===== src/design/cpu_config.svh =====
`ifndef CPU_CONFIG_SVH
`define CPU_CONFIG_SVH

// Width of a memory byte and of the accumulator.
`define CPU_DATA_WIDTH 8

// Width of an address and of the program counter.
`define CPU_ADDR_WIDTH 8

`define CPU_MEM_DEPTH 256

`define CPU_RESET_PC 0

`endif


===== src/design/cpuPkg.sv =====
`include "cpu_config.svh"

package cpuPkg;

	typedef logic [`CPU_DATA_WIDTH-1:0] byte_t;
	typedef logic [`CPU_ADDR_WIDTH-1:0] addr_t;

	// Opcode byte of every two-byte instruction.
	typedef enum logic [7:0] {
		NOP = 8'h00,
		LDI = 8'h01,
		LDA = 8'h02,
		STA = 8'h03,
		ADD = 8'h04,
		SUB = 8'h05,
		AND = 8'h06,
		OR  = 8'h07,
		XOR = 8'h08,
		JMP = 8'h09,
		JZ  = 8'h0A,
		HLT = 8'h0F
	} opcode_t;

	typedef enum logic [2:0] {
		IDLE,
		FETCH,
		OPERAND,
		ACCESS,
		EXECUTE,
		HALT
	} decodeState_t;

	typedef struct packed {
		addr_t addr;
		byte_t wdata;
		logic  we;
	} memReq_t;

	typedef struct packed {
		opcode_t opcode;
		byte_t   operand;
		logic    valid; // High in EXECUTE only.
	} decodedOp_t;

	typedef struct packed {
		byte_t accNext;
		logic  writeAcc;
		logic  writeZero; // Zero flag follows accNext.
		logic  halt;
		logic  branch;
		addr_t target;
	} execResult_t;

endpackage


===== src/design/cpuDecode.sv =====
`timescale 1ns/100ps
`include "cpu_config.svh"

module cpuDecode (
	input  logic                 clk,
	input  logic                 nRst,
	input  logic                 run,
	input  cpuPkg::byte_t        rdata,
	input  cpuPkg::byte_t        storeData,
	input  logic                 halted,
	input  cpuPkg::execResult_t  exec,
	output cpuPkg::memReq_t      memReq,
	output cpuPkg::decodedOp_t   op,
	output logic                 busy
);

	cpuPkg::decodeState_t state;
	cpuPkg::decodeState_t stateNext;
	cpuPkg::addr_t        pc;
	cpuPkg::opcode_t      opcode;
	cpuPkg::byte_t        operand;
	logic                 isStore;
	logic                 isLoad;

	assign isStore = (opcode == cpuPkg::STA);

	// Instructions that read their memory operand.
	always_comb begin
		case (opcode)
			cpuPkg::LDA,
			cpuPkg::ADD,
			cpuPkg::SUB,
			cpuPkg::AND,
			cpuPkg::OR,
			cpuPkg::XOR: isLoad = 1'b1;
			default:     isLoad = 1'b0;
		endcase
	end

	always_comb begin
		stateNext = state;
		case (state)
			cpuPkg::IDLE: begin
				if (run) begin
					stateNext = cpuPkg::FETCH;
				end
			end
			cpuPkg::FETCH: begin
				if (halted) begin
					stateNext = cpuPkg::HALT; // HLT retired last cycle.
				end else begin
					stateNext = cpuPkg::OPERAND;
				end
			end
			cpuPkg::OPERAND: stateNext = cpuPkg::ACCESS;
			cpuPkg::ACCESS:  stateNext = cpuPkg::EXECUTE;
			cpuPkg::EXECUTE: stateNext = cpuPkg::FETCH;
			cpuPkg::HALT:    stateNext = cpuPkg::HALT;
			default:         stateNext = cpuPkg::IDLE;
		endcase
		if (!run) begin
			stateNext = cpuPkg::IDLE;
		end
	end

	always_ff @(posedge clk or negedge nRst) begin
		if (!nRst) begin
			state   <= cpuPkg::IDLE;
			pc      <= cpuPkg::addr_t'(`CPU_RESET_PC);
			opcode  <= cpuPkg::NOP;
			operand <= '0;
		end else begin
			state <= stateNext;
			if (!run || state == cpuPkg::IDLE) begin
				pc <= cpuPkg::addr_t'(`CPU_RESET_PC);
			end else if (state == cpuPkg::EXECUTE) begin
				pc <= exec.branch ? exec.target : pc + cpuPkg::addr_t'(2);
			end
			if (state == cpuPkg::OPERAND) begin
				opcode <= cpuPkg::opcode_t'(rdata);
			end
			if (state == cpuPkg::ACCESS) begin
				operand <= rdata;
			end
		end
	end

	always_comb begin
		memReq = '0;
		case (state)
			cpuPkg::FETCH:   memReq.addr = pc;
			cpuPkg::OPERAND: memReq.addr = pc + cpuPkg::addr_t'(1);
			cpuPkg::ACCESS: begin
				// Operand byte arrives on rdata this cycle.
				memReq.addr  = (isLoad || isStore) ? rdata : pc;
				memReq.wdata = storeData;
				memReq.we    = isStore;
			end
			default:         memReq.addr = pc;
		endcase
	end

	assign op.opcode  = opcode;
	assign op.operand = operand;
	assign op.valid   = (state == cpuPkg::EXECUTE);

	assign busy = (state != cpuPkg::IDLE);

endmodule


===== src/design/cpuExecute.sv =====
`timescale 1ns/100ps

module cpuExecute (
	input  cpuPkg::decodedOp_t   op,
	input  cpuPkg::byte_t        memData,
	input  cpuPkg::byte_t        accValue,
	input  logic                 zeroFlag,
	output cpuPkg::execResult_t  result
);

	cpuPkg::byte_t aluOut;
	logic          aluWrite;
	logic          takeBranch;
	logic          isHalt;

	always_comb begin
		aluOut     = accValue;
		aluWrite   = 1'b1;
		takeBranch = 1'b0;
		isHalt     = 1'b0;
		case (op.opcode)
			cpuPkg::LDI: aluOut = op.operand;
			cpuPkg::LDA: aluOut = memData;
			cpuPkg::ADD: aluOut = accValue + memData; // Wraps modulo 256.
			cpuPkg::SUB: aluOut = accValue - memData;
			cpuPkg::AND: aluOut = accValue & memData;
			cpuPkg::OR:  aluOut = accValue | memData;
			cpuPkg::XOR: aluOut = accValue ^ memData;
			cpuPkg::JMP: begin
				aluWrite   = 1'b0;
				takeBranch = 1'b1;
			end
			cpuPkg::JZ: begin
				aluWrite   = 1'b0;
				takeBranch = zeroFlag;
			end
			cpuPkg::HLT: begin
				aluWrite = 1'b0;
				isHalt   = 1'b1;
			end
			default: aluWrite = 1'b0; // NOP, STA and undefined codes.
		endcase
	end

	assign result.accNext   = aluOut;
	assign result.writeAcc  = op.valid & aluWrite;
	assign result.writeZero = op.valid & aluWrite;
	assign result.halt      = op.valid & isHalt;
	assign result.branch    = op.valid & takeBranch;
	assign result.target    = op.operand;

endmodule


===== src/design/cpuMemory.sv =====
`timescale 1ns/100ps
`include "cpu_config.svh"

module cpuMemory (
	input  logic             clk,
	input  logic             nRst,
	input  cpuPkg::memReq_t  req,
	output cpuPkg::byte_t    rdata
);

	cpuPkg::byte_t mem [`CPU_MEM_DEPTH];

	// Unified program and data store with a registered read.
	always_ff @(posedge clk or negedge nRst) begin
		if (!nRst) begin
			for (int i = 0; i < `CPU_MEM_DEPTH; i++) begin
				mem[i] <= '0;
			end
			rdata <= '0;
		end else begin
			if (req.we) begin
				mem[req.addr] <= req.wdata;
			end
			rdata <= mem[req.addr]; // Old data on a write.
		end
	end

endmodule


===== src/design/cpuResult.sv =====
`timescale 1ns/100ps

module cpuResult (
	input  logic                 clk,
	input  logic                 nRst,
	input  logic                 run,
	input  cpuPkg::execResult_t  result,
	output cpuPkg::byte_t        acc,
	output logic                 zeroFlag,
	output logic                 halted
);

	// Accumulator and zero flag survive a new run.
	always_ff @(posedge clk or negedge nRst) begin
		if (!nRst) begin
			acc      <= '0;
			zeroFlag <= 1'b0;
		end else if (run) begin
			if (result.writeAcc) begin
				acc <= result.accNext;
			end
			if (result.writeZero) begin
				zeroFlag <= (result.accNext == '0);
			end
		end
	end

	always_ff @(posedge clk or negedge nRst) begin
		if (!nRst) begin
			halted <= 1'b0;
		end else if (!run) begin
			halted <= 1'b0; // Back to idle.
		end else if (result.halt) begin
			halted <= 1'b1;
		end
	end

endmodule


===== src/design/cpuTop.sv =====
`timescale 1ns/100ps

module cpuTop (
	input  logic           clk,
	input  logic           nRst,
	input  logic           run,
	input  logic           loadEn,
	input  cpuPkg::addr_t  loadAddr,
	input  cpuPkg::addr_t  dbgAddr,
	input  cpuPkg::byte_t  loadData,
	output cpuPkg::byte_t  dbgData,
	output cpuPkg::byte_t  acc,
	output logic           halted
);

	cpuPkg::memReq_t      memReq;
	cpuPkg::memReq_t      coreReq;
	cpuPkg::byte_t        memRdata;
	cpuPkg::decodedOp_t   op;
	cpuPkg::execResult_t  execRes;
	cpuPkg::byte_t        accValue;
	logic                 zeroFlag;
	logic                 haltedReg;
	logic                 busy;

	// External port owns the memory only while the core idles.
	always_comb begin
		if (!busy) begin
			memReq.addr  = loadEn ? loadAddr : dbgAddr;
			memReq.wdata = loadData;
			memReq.we    = loadEn;
		end else begin
			memReq = coreReq;
		end
	end

	cpuMemory mem (
		.clk   (clk),
		.nRst  (nRst),
		.req   (memReq),
		.rdata (memRdata)
	);

	cpuDecode decode (
		.clk       (clk),
		.nRst      (nRst),
		.run       (run),
		.rdata     (memRdata),
		.storeData (accValue),
		.halted    (haltedReg),
		.exec      (execRes),
		.memReq    (coreReq),
		.op        (op),
		.busy      (busy)
	);

	cpuExecute execute (
		.op       (op),
		.memData  (memRdata),
		.accValue (accValue),
		.zeroFlag (zeroFlag),
		.result   (execRes)
	);

	cpuResult result (
		.clk      (clk),
		.nRst     (nRst),
		.run      (run),
		.result   (execRes),
		.acc      (accValue),
		.zeroFlag (zeroFlag),
		.halted   (haltedReg)
	);

	assign dbgData = memRdata;
	assign acc     = accValue;
	assign halted  = haltedReg;

endmodule


===== config.mk =====
export PLATFORM = sky130hd
export DESIGN_NAME = cpuTop
export DESIGN_NICKNAME = d
export VERILOG_FILES = /design/src/design/cpuPkg.sv /design/src/design/cpuDecode.sv /design/src/design/cpuExecute.sv /design/src/design/cpuMemory.sv /design/src/design/cpuResult.sv /design/src/design/cpuTop.sv
export VERILOG_INCLUDE_DIRS = /design/src /design/src/design
export SDC_FILE = /design/constraint.sdc
export NUM_CORES = 2
export LEC_CHECK = 0
export ABC_AREA = 1
export ABC_CLOCK_PERIOD_IN_PS = 7050
export BUFFER_PORTS_ARGS = -buffer_cell sky130_fd_sc_hd__buf_4
export CAP_MARGIN = 20
export CORE_MARGIN = 2
export CORE_UTILIZATION = 40
export DETAILED_ROUTE_END_ITERATION = 10
export PLACE_DENSITY = 0.57
export SLEW_MARGIN = 20
export SYNTH_ARGS = -nofsm -noshare
export SYNTH_HDL_FRONTEND = slang
export SYNTH_HIERARCHICAL = 1
export SYNTH_SLANG_ARGS = --single-unit

===== constraint.sdc =====
create_clock -name clk -period 7.05 [get_ports clk]
set_clock_uncertainty 0.1 [all_clocks]
set_input_delay 1.41 -clock clk [delete_from_list [all_inputs] [get_ports clk]]
set_output_delay 1.41 -clock clk [all_outputs]
set_load 0.02 [all_outputs]

==> metrics <==
reg2reg path depth=20; Final min period=5820 ps; Multi-input gate area=41800 um^2; combinational share of power=0.156; Die X-Extent=500 um; Hold EP=mem/mem[1276]; DRT Wirelength=324000 um; peak supply drop=0.283 mV; Pwr Density=274 nW/um^2; clock network fraction of total power=0.406; hold crit path type=reg -> reg; unrepaired setup endpoints after global routing=no; die height=500 um; FF+latch count, synth=2093; worst-margin pin slew=1170 ps; post-cts sizing count=0; status=complete, no violations; Hold Vio Cnt, Final=0; CP Capture Type=flop; post-route cell area=109000 um^2; period utilization=0.826; Max Buffers Root-to-Sink=3; number of synthesized flops with an enable pin=0; Area contributors post-synth=dfrtp_1, nand2_1, o21ai_0, clkbuf_1, nand3_1; register area share after synthesis=0.532; critical path arrival=6540 ps; CP top delay family=simple AND/OR/NAND/NOR gates; CP peak stage delay=540 ps; R2R Path End=mem/rdata[2]; Post-DRT Antenna Nets=0; commonest non-fill, non-tap cells in the layout=nand2_1, dfrtp_1, o21ai_0; max cap viols=0; headroom to the max-slew limit=0.219; Startpoint Class=flop; fmax=0.172 GHz; # IOs=45; Yosys cell types=46; FF-to-FF Start=decode/state[1]; DR pass1 iterations=8; dpl cells=15742; postcts setup bufs=0; Fill cells=24782; largest net degree at the start of global routing=193; critical path cell sequence=nor2_1 -> nand2_1 -> inv_8 -> nand3_1 -> nand2_4 -> buf_4 -> nand2_2 -> inv_6 -> buf_12 -> buf_12 -> nand2_1 -> nand3_1 -> nand2_1 -> nand2_1 -> o21ai_0 -> nand2_1 -> nor2_1 -> nor2_1 -> nor2_1 -> nand2_1; vias=85689; Buf/Inv on CP=5; routability cong.=0.880; PortBufs=44; Root Driver=clkbuf_16; Setup TNS Final=0 ps; sequential share of power=0.438; Non-Filler Instances=16153; area leader, netlist=dfrtp_1; worst reg-to-reg setup slack=1230 ps; most common cell after layout, fill and taps aside=nand2_1; switching power share of the total=0.304; Hold Crit Start=mem/mem[1276]; Clock transition at path regs=60 ps; final net count=12799; top cell type's share of synthesized area=0.532; internal power=20.7 mW; Rows=182; CTS sink cnt=2093; fraction of layout cells with a size suffix above 1=0.0506; most frequent CP cell=nand2_1; Final setup violation count=0; GRT overflow=0; Max Slew Vio Count=0; Post-CTS Hold Buffers=0; ys async rst share=1.00; clock latency on the worst-skew pair=890 ps; worst setup path class=reg -> reg; Post-synth top flop=dfrtp_1; CP Data Required Time=7770 ps; DRC=0; synthesized area per cell=7.44 um^2; static leakage=53.6 nW; Mapped Nets=13300; vias per std cell=5.30; core area=245000 um^2; slowest cell on the critical path=nand2_4; dpl hpwl=190000 um; Hold Crit Depth=2; global-route wire length before repair=504000 um; post-synthesis cell count=13245; Total Routing Usage GR=0.257; area grow syn2layout=10.2%; YS warnings=6; Placed Area=101000 um^2; Switch Pwr=9.04 mW; Die ar.=250000 um^2; initial antenna violation count=8; Syn Std Cell Area=98500 um^2; Register Area=52400 um^2; H-tree levels=4; number of global-route vias before repair=81827; TritonCTS clock tree=yes; worst-path maximum fanout=75; Avg WL per Cell=20.1 um; drt initial violations=9149; Initial Utilization=0.401; cts bufs inserted=219
[worst max-delay path by stage]
stage	startpoint	slack, ps	depth (start not counted)	end
5_1_grt	decode/state[1]	1040	20	mem/rdata[2]
6_report	decode/state[1]	1230	20	mem/rdata[2]
3_5_place_dp	loadEn	1120	20	mem/rdata[7]
2_1_floorplan	loadEn	3490	11	mem/mem[1917]
3_3_place_gp	loadEn	1150	20	mem/rdata[7]
4_1_cts	decode/state[1]	1340	20	mem/rdata[7]
[worst reg2reg max path, delay by kind of cell (launching register included)]
family | cells | cell delay [ps]
simple gates | 14 | 3070
buf+inv | 5 | 2050
flops | 1 | 450
compound gates | 1 | 90
[layer usage]
layer	wire length, um	track usage	vias to the layer above
li1	-	-	40744
met2	144000	0.402	2834
met1	148000	0.369	41595
met5	0	0	-
met4	10400	0.0813	0
met3	21500	0.0370	516
[layout make-up]
cell class,count,share of cell area
antenna,6,0.000138
clock buffer,337,0.0613
clock inverter,67,0.00818
inverter,187,0.00737
multi-input combinational,10052,0.385
sequential,2093,0.483
tap,3220,0.0371
timing repair buffer,191,0.0180
[power by group through the flow]
stage | sequential, mW | clock, mW | combinational [mW]
after global placement | 13.2 | 0 | 4.55
after CTS | 13.0 | 12.3 | 4.62
after global routing | 13.1 | 12.8 | 5.08
after floorplan | 13.1 | 0 | 2.81
after detailed placement | 13.2 | 0 | 4.61
final | 13.0 | 12.1 | 4.65
[metrics by stage]
step	setup slack, ps	util	power (mW)	hold slack [ps]
2_1_floorplan	3490	-	15.9	353
3_3_place_gp	1150	0.411	17.8	365
3_5_place_dp	1120	0.411	17.8	373
4_1_cts	1340	0.442	30.0	387
5_1_grt	1040	0.442	31.0	396
6_report	1230	0.442	29.8	381
[registers in the layout, indices dropped and copies added (netlist names)]
register / count
mem/mem: 2048
decode/pc: 8
result/acc: 8
result/halted: 1
result/zeroFlag: 1
mem/rdata: 8
decode/operand: 8
decode/opcode: 8
decode/state: 3
[cells in the mapped netlist, types with 2 or more instances]
cell type  count
a21oi_1      121
buf_1         39
buf_2        142
buf_4         17
buf_6          8
clkbuf_1     706
clkinv_1       9
dfrtp_1     2093
ha_1          26
inv_1        149
inv_2         26
inv_4          2
nand2_1     7090
nand2_2       10
nand2_4        7
nand3_1      241
nand3_2        2
nand4_1        3
nor2_1       265
nor2_2         7
nor2_4         8
nor2_8         2
nor3_1        10
nor3_2        19
o21ai_0     2083
o21ai_1      129
o22ai_1        3
or2_2          2
xor2_1         9
[kinds of logic after synthesis]
| kind of cell | synth area share |
|---|---|
| compound gates | 0.119 |
| xor+xnor | 0.000800 |
| fa+ha+maj | 0.00351 |
| buf+inv | 0.0452 |
| flops | 0.532 |
| mux | 0.000102 |
| simple gates | 0.299 |
No activity file was read; power rests on OpenSTA's default activity.
